===== src/hw/segdisp_pkg.sv =====
package segdisp_pkg;

    // Chunk geometry
    localparam int CHUNK_LEN   = 5;
    localparam int LOC_W       = 3;
    localparam int CHUNK_IDX_W = 8;

    // FIFO bank, one FIFO per decoder
    localparam int NUM_FIFOS   = 4;
    localparam int FIFO_SEL_W  = 2;
    localparam int FIFO_DEPTH  = 4;
    localparam int FIFO_ADDR_W = $clog2(FIFO_DEPTH);

    typedef logic [CHUNK_LEN-1:0]   marker_t;     // One bit per symbol position
    typedef logic [LOC_W-1:0]       loc_t;        // Start position inside a chunk
    typedef logic [CHUNK_IDX_W-1:0] chunk_idx_t;  // Wraps
    typedef logic [FIFO_SEL_W-1:0]  fifo_sel_t;
    typedef logic [NUM_FIFOS-1:0]   fifo_mask_t;
    typedef logic [1:0]             write_cnt_t;  // 0 to 2 starts

    // Internal FIFO bookkeeping
    typedef logic [FIFO_ADDR_W-1:0] fifo_addr_t;
    typedef logic [FIFO_ADDR_W:0]   fifo_cnt_t;   // 0 to FIFO_DEPTH

endpackage


===== src/hw/boundary_detector.sv =====
module boundary_detector import segdisp_pkg::*; (
    input  logic       clk,
    input  logic       rst_n,
    input  logic       en,
    input  logic       flush,

    input  logic       chunk_valid,
    output logic       chunk_ready,
    input  marker_t    chunk_markers,

    input  fifo_mask_t afull,
    input  fifo_mask_t init_n,

    output logic       stage_valid,
    output logic       is_there_edge,
    output loc_t       loc_1,
    output loc_t       loc_2,
    output write_cnt_t num_of_writes,
    output chunk_idx_t chunk_idx
);

    logic       accept;
    write_cnt_t cnt_now;
    loc_t       first_loc;
    loc_t       second_loc;
    chunk_idx_t chunk_cnt;

    // Hold off while disabled, while the FIFOs come out of init, or near full
    assign chunk_ready = en && (&init_n) && !(|afull) && !flush;
    assign accept      = chunk_valid && chunk_ready;

    // First two starts among positions 0 to CHUNK_LEN-2
    always_comb begin
        cnt_now    = '0;
        first_loc  = '0;
        second_loc = '0;
        for (int i = 0; i < CHUNK_LEN - 1; i++) begin
            if (chunk_markers[i]) begin
                if (cnt_now == 2'd0) begin
                    first_loc = loc_t'(i);
                end else if (cnt_now == 2'd1) begin
                    second_loc = loc_t'(i);
                end
                if (cnt_now != 2'd2) begin
                    cnt_now = cnt_now + 1'b1;
                end
            end
        end
    end

    always_ff @(posedge clk or negedge rst_n) begin
        if (!rst_n) begin
            stage_valid   <= 1'b0;
            is_there_edge <= 1'b0;
            chunk_cnt     <= '0;
        end else begin
            stage_valid <= accept;
            if (flush) begin
                is_there_edge <= 1'b0;
                chunk_cnt     <= '0;
            end else if (accept) begin
                is_there_edge <= chunk_markers[CHUNK_LEN-1];  // Deferred to next chunk
                chunk_cnt     <= chunk_cnt + 1'b1;
            end
        end
    end

    always_ff @(posedge clk) begin
        if (accept) begin
            loc_1         <= first_loc;
            loc_2         <= second_loc;
            num_of_writes <= cnt_now;
            chunk_idx     <= chunk_cnt;
        end
    end

    // A carried edge takes one of the two push slots of this chunk
    a_max_two_starts: assert property (
        @(posedge clk) disable iff (!rst_n)
        accept |-> ($countones(chunk_markers[CHUNK_LEN-2:0]) + is_there_edge) <= 2
    );

endmodule


===== src/hw/fifo_controller.sv =====
module fifo_controller import segdisp_pkg::*; (
    input  logic       clk,
    input  logic       rst_n,
    input  logic       en_fifo,
    input  logic       flush,

    input  logic       stage_valid,
    input  logic       is_there_edge,
    input  loc_t       loc_1,
    input  loc_t       loc_2,
    input  write_cnt_t num_of_writes,

    output fifo_mask_t push_n,
    output fifo_mask_t clr,
    output fifo_mask_t init_n,
    output loc_t       start_loc [NUM_FIFOS]
);

    logic       enabled;
    logic       prev_edge;
    fifo_sel_t  w_ptr_0;
    fifo_sel_t  w_ptr_1;
    fifo_mask_t push;
    write_cnt_t n_push;
    write_cnt_t adv;
    loc_t       first_loc;
    loc_t       second_loc;

    function automatic fifo_sel_t wrap_add(fifo_sel_t ptr, write_cnt_t step);
        logic [FIFO_SEL_W:0] sum;
        sum = ptr + step;
        if (sum >= NUM_FIFOS) begin
            sum = sum - (FIFO_SEL_W + 1)'(NUM_FIFOS);
        end
        return fifo_sel_t'(sum);
    endfunction

    assign init_n = {NUM_FIFOS{enabled && en_fifo}};
    assign clr    = {NUM_FIFOS{flush}};
    assign push_n = ~push;

    assign n_push     = num_of_writes + write_cnt_t'(prev_edge);
    assign first_loc  = prev_edge ? loc_t'(0) : loc_1;  // Carried start opens the chunk
    assign second_loc = prev_edge ? loc_1 : loc_2;

    always_comb begin
        push = '0;
        adv  = '0;
        for (int i = 0; i < NUM_FIFOS; i++) begin
            start_loc[i] = '0;
        end
        if (stage_valid) begin
            case (n_push)
                2'd1: begin
                    push[w_ptr_0]      = 1'b1;
                    start_loc[w_ptr_0] = first_loc;
                    adv                = 2'd1;
                end
                2'd2: begin
                    push[w_ptr_0]      = 1'b1;
                    push[w_ptr_1]      = 1'b1;
                    start_loc[w_ptr_0] = first_loc;
                    start_loc[w_ptr_1] = second_loc;
                    adv                = 2'd2;
                end
                default: ;  // Nothing to push, or an illegal chunk
            endcase
        end
    end

    always_ff @(posedge clk or negedge rst_n) begin
        if (!rst_n) begin
            enabled   <= 1'b0;
            prev_edge <= 1'b0;
            w_ptr_0   <= fifo_sel_t'(0);
            w_ptr_1   <= fifo_sel_t'(1);
        end else begin
            enabled <= en_fifo;  // One cycle behind en_fifo
            if (flush) begin
                prev_edge <= 1'b0;
                w_ptr_0   <= fifo_sel_t'(0);
                w_ptr_1   <= fifo_sel_t'(1);
            end else if (stage_valid) begin
                prev_edge <= is_there_edge;
                w_ptr_0   <= wrap_add(w_ptr_0, adv);
                w_ptr_1   <= wrap_add(w_ptr_1, adv);
            end
        end
    end

    // Every owed start lands in its own FIFO, never more than two per chunk
    a_two_pushes_max: assert property (
        @(posedge clk) disable iff (!rst_n)
        $countones(~push_n) == (stage_valid ? int'(n_push) : 0)
    );

endmodule


===== src/hw/start_fifo.sv =====
module start_fifo import segdisp_pkg::*; (
    input  logic       clk,
    input  logic       rst_n,
    input  logic       push_n,
    input  logic       init_n,
    input  logic       clr,
    input  chunk_idx_t wr_chunk,
    input  loc_t       wr_loc,
    input  logic       pop,
    output chunk_idx_t rd_chunk,
    output loc_t       rd_loc,
    output logic       empty,
    output logic       afull
);

    chunk_idx_t mem_chunk [FIFO_DEPTH];
    loc_t       mem_loc   [FIFO_DEPTH];
    fifo_addr_t wr_ptr;
    fifo_addr_t rd_ptr;
    fifo_cnt_t  count;
    logic       full;
    logic       wipe;
    logic       do_push;
    logic       do_pop;

    assign wipe    = !init_n || clr;
    assign do_push = !push_n;
    assign do_pop  = pop;

    assign empty = (count == '0);
    assign full  = (count == fifo_cnt_t'(FIFO_DEPTH));
    assign afull = (fifo_cnt_t'(FIFO_DEPTH) - count) < 2;  // Room for less than one chunk

    assign rd_chunk = mem_chunk[rd_ptr];
    assign rd_loc   = mem_loc[rd_ptr];

    always_ff @(posedge clk or negedge rst_n) begin
        if (!rst_n) begin
            wr_ptr <= '0;
            rd_ptr <= '0;
            count  <= '0;
        end else if (wipe) begin
            wr_ptr <= '0;
            rd_ptr <= '0;
            count  <= '0;
        end else begin
            if (do_push) begin
                wr_ptr <= (wr_ptr == fifo_addr_t'(FIFO_DEPTH - 1)) ? '0 : wr_ptr + 1'b1;
            end
            if (do_pop) begin
                rd_ptr <= (rd_ptr == fifo_addr_t'(FIFO_DEPTH - 1)) ? '0 : rd_ptr + 1'b1;
            end
            if (do_push && !do_pop) begin
                count <= count + 1'b1;
            end else if (do_pop && !do_push) begin
                count <= count - 1'b1;
            end
        end
    end

    always_ff @(posedge clk) begin
        if (do_push && !wipe) begin
            mem_chunk[wr_ptr] <= wr_chunk;
            mem_loc[wr_ptr]   <= wr_loc;
        end
    end

    // The detector's afull gating must keep pushes away from a full FIFO
    a_no_overflow: assert property (
        @(posedge clk) disable iff (!rst_n || wipe) do_push |-> !full
    );

    a_no_underflow: assert property (
        @(posedge clk) disable iff (!rst_n || wipe) do_pop |-> !empty
    );

endmodule


===== src/hw/start_drain.sv =====
module start_drain import segdisp_pkg::*; (
    input  logic       clk,
    input  logic       rst_n,
    input  logic       flush,

    input  fifo_mask_t empty,
    input  chunk_idx_t rd_chunk [NUM_FIFOS],
    input  loc_t       rd_loc   [NUM_FIFOS],
    output fifo_mask_t pop,

    output logic       seg_valid,
    input  logic       seg_ready,
    output chunk_idx_t seg_chunk,
    output loc_t       seg_loc
);

    fifo_sel_t rd_sel;
    logic      seg_fire;

    // Stay on the current FIFO until it delivers, which keeps global order
    assign seg_valid = !empty[rd_sel];
    assign seg_chunk = rd_chunk[rd_sel];
    assign seg_loc   = rd_loc[rd_sel];
    assign seg_fire  = seg_valid && seg_ready;

    always_comb begin
        pop = '0;
        if (seg_fire) begin
            pop[rd_sel] = 1'b1;
        end
    end

    always_ff @(posedge clk or negedge rst_n) begin
        if (!rst_n) begin
            rd_sel <= '0;
        end else if (flush) begin
            rd_sel <= '0;  // Matches write pointer restart
        end else if (seg_fire) begin
            if (rd_sel == fifo_sel_t'(NUM_FIFOS - 1)) begin
                rd_sel <= '0;
            end else begin
                rd_sel <= rd_sel + 1'b1;
            end
        end
    end

endmodule


===== src/hw/segment_dispatch_top.sv =====
module segment_dispatch_top import segdisp_pkg::*; (
    input  logic       clk,
    input  logic       rst_n,
    input  logic       en,
    input  logic       flush,

    input  logic       chunk_valid,
    output logic       chunk_ready,
    input  marker_t    chunk_markers,

    output logic       seg_valid,
    input  logic       seg_ready,
    output chunk_idx_t seg_chunk,
    output loc_t       seg_loc
);

    logic       stage_valid;
    logic       is_there_edge;
    loc_t       loc_1;
    loc_t       loc_2;
    write_cnt_t num_of_writes;
    chunk_idx_t chunk_idx;

    fifo_mask_t push_n;
    fifo_mask_t clr;
    fifo_mask_t init_n;
    fifo_mask_t pop;
    fifo_mask_t empty;
    fifo_mask_t afull;
    loc_t       start_loc [NUM_FIFOS];
    chunk_idx_t rd_chunk  [NUM_FIFOS];
    loc_t       rd_loc    [NUM_FIFOS];

    boundary_detector u_detector (
        .clk           (clk),
        .rst_n         (rst_n),
        .en            (en),
        .flush         (flush),
        .chunk_valid   (chunk_valid),
        .chunk_ready   (chunk_ready),
        .chunk_markers (chunk_markers),
        .afull         (afull),
        .init_n        (init_n),
        .stage_valid   (stage_valid),
        .is_there_edge (is_there_edge),
        .loc_1         (loc_1),
        .loc_2         (loc_2),
        .num_of_writes (num_of_writes),
        .chunk_idx     (chunk_idx)
    );

    fifo_controller u_controller (
        .clk           (clk),
        .rst_n         (rst_n),
        .en_fifo       (en),
        .flush         (flush),
        .stage_valid   (stage_valid),
        .is_there_edge (is_there_edge),
        .loc_1         (loc_1),
        .loc_2         (loc_2),
        .num_of_writes (num_of_writes),
        .push_n        (push_n),
        .clr           (clr),
        .init_n        (init_n),
        .start_loc     (start_loc)
    );

    for (genvar gi = 0; gi < NUM_FIFOS; gi++) begin : g_fifo
        start_fifo u_fifo (
            .clk      (clk),
            .rst_n    (rst_n),
            .push_n   (push_n[gi]),
            .init_n   (init_n[gi]),
            .clr      (clr[gi]),
            .wr_chunk (chunk_idx),
            .wr_loc   (start_loc[gi]),
            .pop      (pop[gi]),
            .rd_chunk (rd_chunk[gi]),
            .rd_loc   (rd_loc[gi]),
            .empty    (empty[gi]),
            .afull    (afull[gi])
        );
    end

    start_drain u_drain (
        .clk       (clk),
        .rst_n     (rst_n),
        .flush     (flush),
        .empty     (empty),
        .rd_chunk  (rd_chunk),
        .rd_loc    (rd_loc),
        .pop       (pop),
        .seg_valid (seg_valid),
        .seg_ready (seg_ready),
        .seg_chunk (seg_chunk),
        .seg_loc   (seg_loc)
    );

endmodule


===== config.mk =====
export PLATFORM = sky130hd
export DESIGN_NAME = segment_dispatch_top
export DESIGN_NICKNAME = d
export VERILOG_FILES = /design/src/hw/segdisp_pkg.sv /design/src/hw/boundary_detector.sv /design/src/hw/fifo_controller.sv /design/src/hw/start_fifo.sv /design/src/hw/start_drain.sv /design/src/hw/segment_dispatch_top.sv
export SDC_FILE = /design/constraint.sdc
export NUM_CORES = 1
export LEC_CHECK = 0
export ABC_AREA = 1
export BUFFER_PORTS_ARGS = -buffer_cell sky130_fd_sc_hd__buf_2
export CORE_MARGIN = 4
export CORE_UTILIZATION = 30
export CTS_CLUSTER_SIZE = 20
export DETAILED_ROUTE_END_ITERATION = 12
export GPL_TIMING_DRIVEN = 0
export PLACE_DENSITY = 0.4
export SETUP_SLACK_MARGIN = 0.5
export SYNTH_ARGS = -nofsm -noshare
export SYNTH_HDL_FRONTEND = slang
export SYNTH_SLANG_ARGS = --single-unit

===== constraint.sdc =====
create_clock -name clk -period 3.52 [get_ports clk]
set_clock_uncertainty 0.05 [all_clocks]
set_input_delay 0.704 -clock clk [delete_from_list [all_inputs] [get_ports clk]]
set_output_delay 0.704 -clock clk [all_outputs]
set_load 0.01 [all_outputs]

== After elaboration in Yosys (flattened, before gate mapping) ==
Memory sizes are Yosys's and may differ from the RTL's.
Cells that the tools add are included.
Word-level totals
  RAM bits: 176
  input port bits: 11
  bits in registers: 62
  output and inout port bits: 13
  word-level logic and storage cells: 271
  memories: 8
Operators by class
  order comparisons: 17
  multiplexer cells: 109
  bitwise gates (word level): 6
  reductions and logical operators: 56
  eq/ne operators: 21
  $add $sub $neg: 30
Memory list
  g_fifo[0].u_fifo.mem_chunk: depth 4, width 8, rd ports 1, clocked after Yosys merged registers in 0, wr ports 1, line start_fifo.sv:16  | chunk_idx_t mem_chunk [FIFO_DEPTH];
  g_fifo[1].u_fifo.mem_chunk: depth 4, width 8, rd ports 1, clocked after Yosys merged registers in 0, wr ports 1, line start_fifo.sv:16
  g_fifo[2].u_fifo.mem_chunk: depth 4, width 8, rd ports 1, clocked after Yosys merged registers in 0, wr ports 1, line start_fifo.sv:16
  g_fifo[3].u_fifo.mem_chunk: depth 4, width 8, rd ports 1, clocked after Yosys merged registers in 0, wr ports 1, line start_fifo.sv:16
  g_fifo[0].u_fifo.mem_loc: depth 4, width 3, rd ports 1, clocked after Yosys merged registers in 0, wr ports 1, line start_fifo.sv:17  | loc_t mem_loc [FIFO_DEPTH];
  g_fifo[1].u_fifo.mem_loc: depth 4, width 3, rd ports 1, clocked after Yosys merged registers in 0, wr ports 1, line start_fifo.sv:17
  +2 memories
Operators with widths (number)
  less-than comparator 32 x 2 -> 1 bit (second input constant): 4
  2-to-1 mux 3 bit: 31
  2-to-1 mux 2 bit: 40
  2-to-1 mux 8 bit: 4
  case mux 12 bit (2 select lines): 1
  logical AND 1 bit: 23
  adder 2 x 1 -> 2 bit (second input constant): 11
  equality test 2 bit (second input constant): 10
  2-to-1 mux 1 bit: 19
  binary-select mux 8 bit (select 2 bit): 1
  subtractor 3 x 3 -> 4 bit (first input constant): 4
  greater-or-equal comparator 3 bit (second input constant): 5
  nonzero test 2 bit: 7
  logical NOT 1 bit: 13
  adder 3 x 1 -> 3 bit (second input constant): 4
  AND 12 bit: 1
  bitwise mux 12 bit: 1
  demux 3 bit (select 2 bit): 2
  logical NOT 3 bit: 4
  2-to-1 mux 12 bit: 1
  nonzero test 3 bit: 4
  subtractor 3 x 1 -> 3 bit (second input constant): 4
  less-than comparator 2 x 3 -> 1 bit (second input constant): 3
  NOT 2 -> 3 bit: 3
  other kinds (23): 39

== Logic depth before layout (Yosys ltp) ==
Gate-level depths: netlist of the first run.
  word-level depth: 12
  depth in mapped cells: 17
  depth with buffers taken out: 17

== Cells and area by module ==
Synthesis of the first run repeated with hierarchy kept, for this count alone.
Second synthesis, totals
  cells, all modules: 1095
  area total of the unflattened synthesis: 11398.4 µm²
By module, submodules not included
  start_fifo (g_fifo[1].u_fifo ...): area each 2164.6 µm², times used 2, cells each 174, seq. area each 1496.4 µm²
  start_fifo (g_fifo[2].u_fifo): area each 2167.1 µm², times used 1, cells each 175, seq. area each 1496.4 µm²
  start_fifo (g_fifo[0].u_fifo): area each 2164.6 µm², times used 1, cells each 175, seq. area each 1496.4 µm²
  boundary_detector: area each 1234.9 µm², times used 1, cells each 135, seq. area each 670.6 µm²
  fifo_controller: area each 954.7 µm², times used 1, cells each 168, seq. area each 151.4 µm²
  start_drain: area each 548.0 µm², times used 1, cells each 94, seq. area each 50.0 µm²

== Least setup slack after synthesis of the first run ==
Ideal clock, no wire load.
  kind: flip-flop to flip-flop
  from: register u_controller.prev_edge
  to: register g_fifo[0].u_fifo.count[2]
  data required time: 3.349 ns
  setup time: 0.121 ns
  period minus slack after synthesis: 2.723 ns
  path slack: 0.797 ns
  buffers on the path: 0
  stages on the path, launching flop included: 15
  arrival time: 2.552 ns
  cells stage by stage: dfrtp_1 ha_1 inv_1 ha_1 inv_1 nand2_4 nor2_8 a21boi_4 ha_1 inv_1 fa_1 xnor2_1 nor2_1 o221ai_1 inv_1
Between the ends
  longest elaborated chain between the ends: 9
  elaborated cells on any way between the ends: 12
  those cells by class: 1 x add/sub; 2 x eq/ne; 4 x mux; 1 x bitwise; 4 x reduce/logical
Ends and longest elaborated chain
  start, declared: line fifo_controller.sv:20  | logic prev_edge;
  start signal, assigned: line fifo_controller.sv:84  | prev_edge <= is_there_edge;
  adder 2 x 1 -> 2 bit (*): line fifo_controller.sv:42  | assign n_push = num_of_writes + write_cnt_t'(prev_edge);
  equality test 2 bit or equality test 2 x 1 -> 1 bit (tied branches): line fifo_controller.sv:53  | case (n_push)
  case mux 4 bit (2 select lines) (*): line fifo_controller.sv:53
  2-to-1 mux 4 bit (*): line fifo_controller.sv:52  | if (stage_valid) begin
  NOT 4 bit (*): line fifo_controller.sv:40  | assign push_n = ~push;
  logical NOT 1 bit: line start_fifo.sv:27  | assign do_push = !push_n;
  logical AND 1 bit: line start_fifo.sv:53  | if (do_push && !do_pop) begin
  2-to-1 mux 3 bit: line start_fifo.sv:53
  2-to-1 mux 3 bit: line start_fifo.sv:42  | end else if (wipe) begin
  end signal, assigned: line start_fifo.sv:54  | count <= count + 1'b1;
  end signal, assigned: line start_fifo.sv:56  | count <= count - 1'b1;
  end, declared: line start_fifo.sv:20  | fifo_cnt_t count;
Mark *: on every way between the ends. The rest lies on a longest branch, timed or not.
A chain may end at the register's enable or synchronous reset.

== Final worst setup path of the first run ==
  from: register g_fifo[2].u_fifo.rd_ptr[1]
  to: output port seg_loc[0]
Between the ends
  longest elaborated chain between the ends: 4
Ends and longest elaborated chain
  start, declared: line start_fifo.sv:19  | fifo_addr_t rd_ptr;
  start signal, assigned: line start_fifo.sv:51  | rd_ptr <= (rd_ptr == fifo_addr_t'(FIFO_DEPTH - 1)) ? '0 : rd_ptr + 1'b1;
  memory (4 x 3 bit)
  binary-select mux 3 bit (select 2 bit): line start_drain.sv:23  | assign seg_loc = rd_loc[rd_sel];
  2-to-1 mux 3 bit (not written as such) (2 in series): line start_drain.sv:23
  end, declared: line segment_dispatch_top.sv:14  | output loc_t seg_loc
Every way passes these cells. The select of a mux whose other input is x is not followed.

==> summary by stage, run 1 <==
STA
The final critical-path setup slack is 485 ps. Setup repair after global routing could not meet its margin everywhere. The part of the cycle the worst path needs is 86.2%. Setup violations remaining at the end of the flow were counted as 0. For this run, the top clock speed supported by timing is 0.330 GHz.

The slew of the pin with the lowest slew margin is 1040 ps. The final number of hold-violating endpoints came to 0. The number of slew-limit violations in the final report is 0. In this run the tightest slew margin relative to its limit is 30.6%.

For the final routed database, the setup TNS stands at 0 ps. The worst path needs 3030 ps of the cycle, external delays included.

Logic synthesis
Synthesis handed over a netlist of 945 instances. The fraction of the yosys area taken by sequential cells is 61.7%. In this run the mean area of a mapped cell was 10.9 um2. The share of synthesized flip-flops with an asynchronous set or reset is 20.9%. The main flop type after synthesis is sky130_fd_sc_hd__edfxtp_1. Of all cell types, the one taking the most synthesized area is sky130_fd_sc_hd__edfxtp_1. The synthesized design contains 174 enable-type register cells.

The number of storage elements in the synthesis netlist is 220. Yosys attributes the largest share of cell area to sky130_fd_sc_hd__edfxtp_1 (51%), sky130_fd_sc_hd__dfrtp_1 (11%), sky130_fd_sc_hd__o21ai_0 (5.8%), sky130_fd_sc_hd__ha_1 (5.6%), sky130_fd_sc_hd__nor2_1 (5.4%). Summing every instance area after synthesis gives 10300 um2.

In this run, distinct cell masters in the synthesized netlist total 42. During synthesis, Yosys emitted a total of 0 warnings. The net count after synthesis is 1006.

The area fraction of the dominant cell type after synthesis is 50.5%.

Power
The power density over the cells is 480 nW/um2. The cell leakage power is 0.00462 uW. The internal power of the cells totals 4430 uW. The switching part of the total is 23.8%.

Summed over all nets, the switching power comes to 1380 uW. The worst vdd rail ir drop is 0.000352 V. The part of the power in combinational logic is 6.9%. The part of the power in registers is 48.6%. The clock group share of total power is 44.5%. Power comes to 5820 uW.

Critical path
In this run the critical register-to-register path is launched from u_detector.num_of_writes[0]$_DFFE_PP_. The slack of the worst reg-to-reg path is 570 ps. In this run the worst path has a maximum fanout of 10. For the worst flop-to-flop path, the logic depth is 17. The arrival time reported for the critical path endpoint is 2280 ps. The endpoint identified for the worst register-to-register timing path is g_fifo[0].u_fifo.count[2]$_DFFE_PN0P_. The critical path startpoint is g_fifo[2].u_fifo.rd_ptr[1]$_DFFE_PN0P_. The startpoint-to-endpoint class of the critical path is reg -> out. The category of the worst setup path launch point is a flip-flop. STA classifies the critical path endpoint as an output pin. The required arrival time at the worst endpoint is 2770 ps.

Detailed routing
The first TritonRoute pass finished after 4 iterations. The detailed-routed wire length on met3 is 789 um. For this run, design rule violations remaining after detail routing come to 0. The first routing iteration left 410 violations. Detailed routing placed a total of 12700 um of wire on met2.

In this run the remaining antenna-violating nets after routing total 0. The total via count in the routed design is 6928. The top routing layer in use is met4. The final routed wire length divided by cell count is 18.8 um.

The final layout contains routed wiring with a total length of 27600 um. The detailed router put a total of 13700 um of wire on met1. The post-detailed-route via-to-cell ratio is 4.70.

Placement
At the end of routability-driven placement, the weighted congestion stood at 0.736. The number of port buffers is 21. OpenSTA, run right after detailed placement, puts the worst setup slack at 223 ps. The sum of net half-perimeters after detailed placement is 18400 um.

Finish
The net count of the finished layout is 1066. The filler cells instantiated in the layout total 3382. The post-layout utilization of the core is 35.9%.

The repair_antennas step left the layout with diodes totalling 0. The area added between synthesis and finish is 17.3%. The fraction of final layout cells with drive strength greater than 1 is 17.0%.

Clock network
In this run the number of H-tree levels came out at 1. TritonCTS built the clock tree. The clock net in this run drives a total of 220 sinks.

The buffer depth of the longest clock path is 3. The cell sitting at the root of the clock tree is a sky130_fd_sc_hd__clkbuf_16. At the later pin of the worst-skew pair, clock insertion delay measures 540 ps. The clock-pin transition on the worst setup and hold timing paths is 60 ps. The number of clock buffers inserted by TritonCTS is 27.

Floorplanning
The floorplan step defined a die boundary enclosing 37500 um2. In this run the count of I/O pins placed on the die edge is 24. For this configuration, the core starts out at a cell density of 30.6%. The die is 194 um wide.

The floorplan has 67 rows. From bottom edge to top edge, the die measures 194 um. The core outline area is 33800 um2.

GRT
The first global-routing pass estimated 42700 um of wire. The total congestion overflow is 0. The number of antenna violations at the first check in global routing is 0. The overall routing resource usage is 14.6%. The pin count of the biggest net entering global routing is 47. The via count of the first global-routing pass was 6909.

Hold path
The path class of the lowest-slack min-delay path is in -> async.

Run status
The flow ran to the end, and the final reports show no timing, DRC or antenna violations.

Run
The tool flagged a number of max-cap violations equal to 0.
flip-flops by register name (all words and copies together) (netlist names):
name,cells
g_fifo.u_fifo.mem_chunk,128
g_fifo.u_fifo.mem_loc,32
g_fifo.u_fifo.count,12
g_fifo.u_fifo.rd_ptr,8
g_fifo.u_fifo.wr_ptr,8
u_detector.chunk_cnt,8
u_detector.chunk_idx,8
u_controller.w_ptr_0,2
u_controller.w_ptr_1,2
u_detector.loc_1,2
u_detector.loc_2,2
u_detector.num_of_writes,2
u_drain.rd_sel,2
u_controller.enabled,1
u_controller.prev_edge,1
u_detector.is_there_edge,1
u_detector.stage_valid,1
what timing repair did:
action / in CTS / in global routing
setup endpoints to repair: 106 / 132
hold buffers: 0 / 0
endpoints found under the hold margin: 0 / 0
pin swaps: 8 / 7
setup buffers: 4 / 6
gates resized for setup: 66 / 39
per-stage QoR:
| step | hold slack (ps) | instance area (um2) | cells |
|---|---|---|---|
| 2_1_floorplan | 358 | 10300 | 945 |
| 3_3_place_gp | 445 | 11000 | 1414 |
| 3_5_place_dp | 448 | 11000 | 1414 |
| 4_1_cts | 216 | 12000 | 1467 |
| 5_1_grt | 210 | 12100 | 1473 |
| 6_report | 162 | 12100 | 1473 |
placed cells by master, fill, tap and decap left out, types with 3 or more instances in the layout:
cell type	netlist	layout
sky130_fd_sc_hd__nand3_1	34	33
sky130_fd_sc_hd__nand3b_1	3	3
sky130_fd_sc_hd__nor3_1	8	8
sky130_fd_sc_hd__clkbuf_2	0	14
sky130_fd_sc_hd__nor2_1	149	140
sky130_fd_sc_hd__nand3_4	3	3
sky130_fd_sc_hd__nand2_4	3	3
sky130_fd_sc_hd__o21ai_0	119	100
sky130_fd_sc_hd__a21oi_1	9	9
sky130_fd_sc_hd__buf_4	3	13
sky130_fd_sc_hd__clkbuf_1	26	15
sky130_fd_sc_hd__clkbuf_4	0	7
sky130_fd_sc_hd__clkinv_2	3	4
sky130_fd_sc_hd__xnor2_1	10	9
sky130_fd_sc_hd__nand3_2	2	3
sky130_fd_sc_hd__o21ai_2	1	9
sky130_fd_sc_hd__o221ai_1	11	9
sky130_fd_sc_hd__buf_2	3	25
sky130_fd_sc_hd__o22ai_1	25	24
sky130_fd_sc_hd__edfxtp_1	174	174
sky130_fd_sc_hd__nor2_2	2	10
sky130_fd_sc_hd__a22oi_1	4	4
sky130_fd_sc_hd__nand2_1	101	101
sky130_fd_sc_hd__ha_1	46	43
sky130_fd_sc_hd__nand4_1	6	6
sky130_fd_sc_hd__buf_6	3	5
sky130_fd_sc_hd__xor2_1	5	4
sky130_fd_sc_hd__fa_1	4	3
sky130_fd_sc_hd__ha_4	0	3
sky130_fd_sc_hd__inv_1	86	83
sky130_fd_sc_hd__clkbuf_16	0	27
sky130_fd_sc_hd__inv_2	2	4
sky130_fd_sc_hd__dfrtp_2	0	3
sky130_fd_sc_hd__o211ai_1	16	16
sky130_fd_sc_hd__dfrtp_1	45	42
sky130_fd_sc_hd__o21ai_1	5	16
sky130_fd_sc_hd__nand2_2	21	21
how the worst max path moves through the flow:
| stage | endpoint | slack (ps) | cells after the start |
|---|---|---|---|
| CTS | seg_loc[0] | 400 | 6 |
| floorplan | g_fifo[0].u_fifo.count[2]$_DFFE_PN0P_ | 800 | 14 |
| global placement | g_fifo[0].u_fifo.mem_chunk[3][6]$_DFFE_PP_ | 230 | 9 |
| detailed placement | g_fifo[0].u_fifo.mem_chunk[0][0]$_DFFE_PP_ | 220 | 9 |
| global route | g_fifo[2].u_fifo.count[2]$_DFFE_PN0P_ | 390 | 18 |
| finish | seg_loc[0] | 490 | 6 |
cells in the mapped netlist (3+ instances only):
cell type                  count
sky130_fd_sc_hd__edfxtp_1    174
sky130_fd_sc_hd__nor2_1      149
sky130_fd_sc_hd__a22oi_1       4
sky130_fd_sc_hd__nand2_1     101
sky130_fd_sc_hd__buf_2         3
sky130_fd_sc_hd__nand3_1      34
sky130_fd_sc_hd__o211ai_1     16
sky130_fd_sc_hd__buf_6         3
sky130_fd_sc_hd__buf_4         3
sky130_fd_sc_hd__clkbuf_1     26
sky130_fd_sc_hd__a21oi_1       9
sky130_fd_sc_hd__xor2_1        5
sky130_fd_sc_hd__inv_1        86
sky130_fd_sc_hd__dfrtp_1      45
sky130_fd_sc_hd__nand2_4       3
sky130_fd_sc_hd__ha_1         46
sky130_fd_sc_hd__nand2_2      21
sky130_fd_sc_hd__o21ai_0     119
sky130_fd_sc_hd__o22ai_1      25
sky130_fd_sc_hd__o221ai_1     11
sky130_fd_sc_hd__o21ai_1       5
sky130_fd_sc_hd__nand3b_1      3
sky130_fd_sc_hd__nor3_1        8
sky130_fd_sc_hd__xnor2_1      10
sky130_fd_sc_hd__nand4_1       6
sky130_fd_sc_hd__fa_1          4
sky130_fd_sc_hd__nand3_4       3
sky130_fd_sc_hd__clkinv_2      3
power by group through the flow:
stage / Combinational (uW) / Clock (uW) / Sequential [uW]
after floorplan: 234 / 0 / 2870
after CTS: 401 / 2660 / 2830
final: 400 / 2590 / 2830
after global placement: 389 / 0 / 2880
after detailed placement: 391 / 0 / 2880
after global routing: 450 / 2780 / 2830
critical path, stage by stage (launching register included):
cell	delay [ps]
sky130_fd_sc_hd__dfrtp_2	450
sky130_fd_sc_hd__clkbuf_2	270
sky130_fd_sc_hd__o21ai_0	120
sky130_fd_sc_hd__o21ai_1	460
sky130_fd_sc_hd__o211ai_1	150
sky130_fd_sc_hd__o21ai_0	110
sky130_fd_sc_hd__buf_2	170
metal layers:
| metal | track usage [%] | vias up |
|---|---|---|
| met5 | 0 | - |
| met2 | 23.4 | 92 |
| met1 | 21.5 | 3387 |
| met4 | 2.62 | 0 |
| li1 | - | 3412 |
| met3 | 1.95 | 37 |
logic make-up (layout without fill, tap and decap cells):
| group | Yosys count | count (layout) | synth area share [%] |
|---|---|---|---|
| AND/OR/NAND/NOR | 335 | 335 | 14.6 |
| flip-flops | 220 | 220 | 61.7 |
| AO/OA/AOI/OAI | 196 | 196 | 11.0 |
| buffers and inverters | 127 | 207 | 5.01 |
| adder cells (fa/ha/maj) | 50 | 50 | 6.34 |
| XOR/XNOR | 15 | 15 | 1.27 |
| other | 1 | 1 | 0.0363 |
| multiplexers | 1 | 1 | 0.0968 |
final cells by class:
type / count / area (um2) / share of cell area, %
plain buffers: 36 / 243 / 2.00
clock buffers: 42 / 732 / 6.04
clock inverters: 7 / 77.6 / 0.640
inverters: 91 / 348 / 2.87
multi-input cells: 598 / 3590 / 29.6
flip-flops and latches: 220 / 6380 / 52.6
well taps: 448 / 561 / 4.62
repair buffers: 31 / 190 / 1.57
Note: power is estimated with default switching activity, not from simulation.
==> inputs of run 2 (changes only) <==
--- a/config.mk
+++ b/config.mk
@@ -7,6 +7,7 @@
 export LEC_CHECK = 0
 export ABC_AREA = 1
 export BUFFER_PORTS_ARGS = -buffer_cell sky130_fd_sc_hd__buf_2
+export CORE_ASPECT_RATIO = 2
 export CORE_MARGIN = 4
 export CORE_UTILIZATION = 30
 export CTS_CLUSTER_SIZE = 20
==> run 2 against run 1 <==
Compared with the run above: hold slack better by 65 ps; non-clock buffer count increased by 3; critical path depth grew 1; first-iteration DRC count decreased by 8.8%; largest cell class unchanged; count of clock-buffer cells in the layout decreased by 12; combinational power up 3%; fmax is 1.9% higher; register-to-register slack gained 80 ps.
==> summary by stage, run 2 (synthesis results as in run 1) <==
Run status
Run status: complete, no violations (unchanged).

Power
The worst vdd rail ir drop was 0.000301 V (was 0.000352 V). The power density over the cells is 462 nW/um2 (was 480 nW/um2). The cell leakage power is 0.00457 uW (was 0.00462 uW).

GRT
The total congestion overflow is 0 (unchanged). The pin count of the biggest net entering global routing is 47 (unchanged). The number of antenna violations at the first check in global routing is 0 (unchanged).

The overall routing resource usage is 15.1% (was 14.6%). The wire length of the first global-routing pass was 43000 um (was 42700 um). The via count of the first global-routing pass was 7020 (was 6909).

Run
The max capacitance violation total is 0 (unchanged).

Hold path
The path class of the lowest-slack min-delay path is in -> async (unchanged).

Detailed routing
The total via count in the routed design came to 6887 (was 6928). The final routed wire length divided by cell count is 19.8 um (was 18.8 um). The post-detailed-route via-to-cell ratio is 4.72 (was 4.70).

The first-pass iteration count of the detailed router is 5 (was 4). The post-route DRC violation count is 0 (unchanged). The residual antenna-violating net count after detailed routing was 0 (unchanged). The number of violations reported at the end of detailed-routing iteration 0 is 374 (was 410).

The sum of routed wire length over all layers is 28900 um (was 27600 um).

Floorplanning
The count of boundary I/O pins was 24 (unchanged). The core outline area is 34200 um2 (was 33800 um2). The die height is 271 um (was 194 um).

The overall die area is 37700 um2 (was 37500 um2). The x dimension of the die is 139 um (was 194 um). The row count came to 96 (was 67). The initial standard-cell utilization of the core is 30.2% (was 30.6%).

STA
The worst slew margin relative to its limit is 37.1% (was 30.6%). The number of slew-limit violations in the final report is 0 (unchanged). The maximum clock frequency was 0.336 GHz (was 0.330 GHz).

The total of endpoints with negative setup slack in the final report is 0 (unchanged). The part of the cycle the worst path needs is 84.6% (was 86.2%). The final number of hold-violating endpoints was 0 (unchanged). RSZ-0062 raised after global routing: yes (unchanged). The minimum period implied by the final worst setup slack came to 2980 ps (was 3030 ps). The sum of negative setup slack is 0 ps (unchanged).

The slew of the pin with the lowest slew margin is 939 ps (was 1040 ps).

Placement
The routability congestion estimate is 0.776 (was 0.736). The sum of net half-perimeters after detailed placement was 20900 um (was 18400 um). The number of port buffers is 21 (unchanged).

The post-placement cell count came to 1407 (was 1414).

Clock network
The CTS tree is done (unchanged). The cell at the root of the clock tree is sky130_fd_sc_hd__clkbuf_16 (unchanged). The buffer depth of the longest clock path came to 3 (unchanged). The clock latency on the worst-skew pair is 510 ps (was 540 ps). The H-tree depth reported by CTS is 1 (unchanged). The number of clock buffers inserted by TritonCTS came to 22 (was 27).

The clock-pin transition on the worst setup and hold timing paths is 70 ps (was 60 ps). The count of clock tree sinks was 220 (unchanged). The hold-fix buffer count after cts is 0 (unchanged).

Finish
The final antenna diode count is 0 (unchanged). The most flop-heavy register was g_fifo.u_fifo.mem_chunk (unchanged). Top library cells by usage in the layout, fill and taps aside: sky130_fd_sc_hd__edfxtp_1 (174), sky130_fd_sc_hd__nor2_1 (134), sky130_fd_sc_hd__o21ai_0 (104) (was sky130_fd_sc_hd__edfxtp_1 (174), sky130_fd_sc_hd__nor2_1 (140), sky130_fd_sc_hd__nand2_1 (101)). The area added between synthesis and finish is 15.9% (was 17.3%).

The post-layout utilization of the core is 35.0% (was 35.9%). The flip-flop count of the largest register, all copies and words added is 128 (unchanged). The fraction of final layout cells with drive strength greater than 1 is 17.1% (was 17.0%). The fill cell total of the finished layout is 3447 (was 3382). The commonest non-fill, non-tap cell in the layout is sky130_fd_sc_hd__edfxtp_1 (unchanged). The net count of the finished layout was 1064 (was 1066). The final cell count without fillers came to 1460 (was 1473).

Registers with the most flip-flops: g_fifo.u_fifo.mem_chunk: 128 flops, g_fifo.u_fifo.mem_loc: 32 flops, g_fifo.u_fifo.count: 12 flops (unchanged).

Critical path
The arrival time reported for the critical path endpoint is 2220 ps (was 2280 ps). The startpoint-to-endpoint class of the critical path is reg -> out (unchanged). The largest fanout of any net on the critical path is 10 (unchanged).

The capturing element type of the critical path was an output pin (unchanged). The required arrival time at the worst endpoint came to 2770 ps (about the same). The depth of the worst register-to-register path was 15 (was 17).

The category of the worst setup path launch point is a flip-flop (unchanged).
[run 2: worst paths after layout]
kind | startpoint | to | slack [ps]
min in group clk | en | u_controller.enabled$_DFF_PN0_ | 260
worst min register to register | u_detector.chunk_cnt[7]$_DFFE_PN0P_ | u_detector.chunk_idx[7]$_DFFE_PP_ | 460
max in group asynchronous | rst_n | u_controller.prev_edge$_DFFE_PN0P_ | 2620
worst max-delay path | g_fifo[1].u_fifo.rd_ptr[0]$_DFFE_PN0P_ | seg_loc[0] | 540
worst max register to register | u_controller.prev_edge$_DFFE_PN0P_ | g_fifo[0].u_fifo.count[2]$_DFFE_PN0P_ | 650
worst min-delay path | rst_n | g_fifo[3].u_fifo.rd_ptr[0]$_DFFE_PN0P_ | 230
[run 2: layout make-up]
cell class | count | area (um2) | area share [%]
buffer | 36 | 244 | 2.04
clock buffer | 30 | 602 | 5.02
clock inverter | 10 | 83.8 | 0.699
inverter | 91 | 348 | 2.90
multi-input combinational | 598 | 3550 | 29.6
sequential | 220 | 6380 | 53.2
tap | 441 | 552 | 4.60
timing repair buffer | 34 | 224 | 1.87
[run 2: worst max-delay path, stage by stage (launching register included)]
cell	delay, ps
sky130_fd_sc_hd__dfrtp_1	440
sky130_fd_sc_hd__inv_2	90
sky130_fd_sc_hd__clkbuf_2	230
sky130_fd_sc_hd__o21ai_0	120
sky130_fd_sc_hd__o22ai_1	270
sky130_fd_sc_hd__o21ai_0	140
sky130_fd_sc_hd__o21ai_0	240
sky130_fd_sc_hd__buf_2	180
[run 2: power by group]
part | switching (uW) | internal [uW]
clock network | 1020 | 1280
logic | 280 | 132
registers | 24.6 | 2800
[run 2: timing repair]
| item | in CTS | in global routing |
|---|---|---|
| setup endpoints to repair | 163 | 72 |
| hold endpoints to repair | 0 | 0 |
| pin swaps | 7 | 12 |
| gates resized for setup | 62 | 37 |
| cloned | 0 | 0 |
| buffers inserted | 3 | 10 |
[run 2: metrics by stage]
stage | area, um2 | worst slack, ps | power, uW | hold slack, ps
floorplan | 10300 | 797 | 3100 | 358
global placement | 11000 | 235 | 3280 | 436
global route | 12000 | 378 | 5760 | 248
finish | 12000 | 542 | 5540 | 227
CTS | 11800 | 411 | 5620 | 239
detailed placement | 11000 | 226 | 3290 | 444
[run 2: metal layers]
metal | track usage (%) | vias up | wire (um)
met5 | 0 | - | 0
met4 | 6.31 | 0 | 1180
met3 | 1.47 | 46 | 752
met2 | 30.1 | 105 | 16400
met1 | 15.6 | 3340 | 10600
li1 | - | 3396 | -
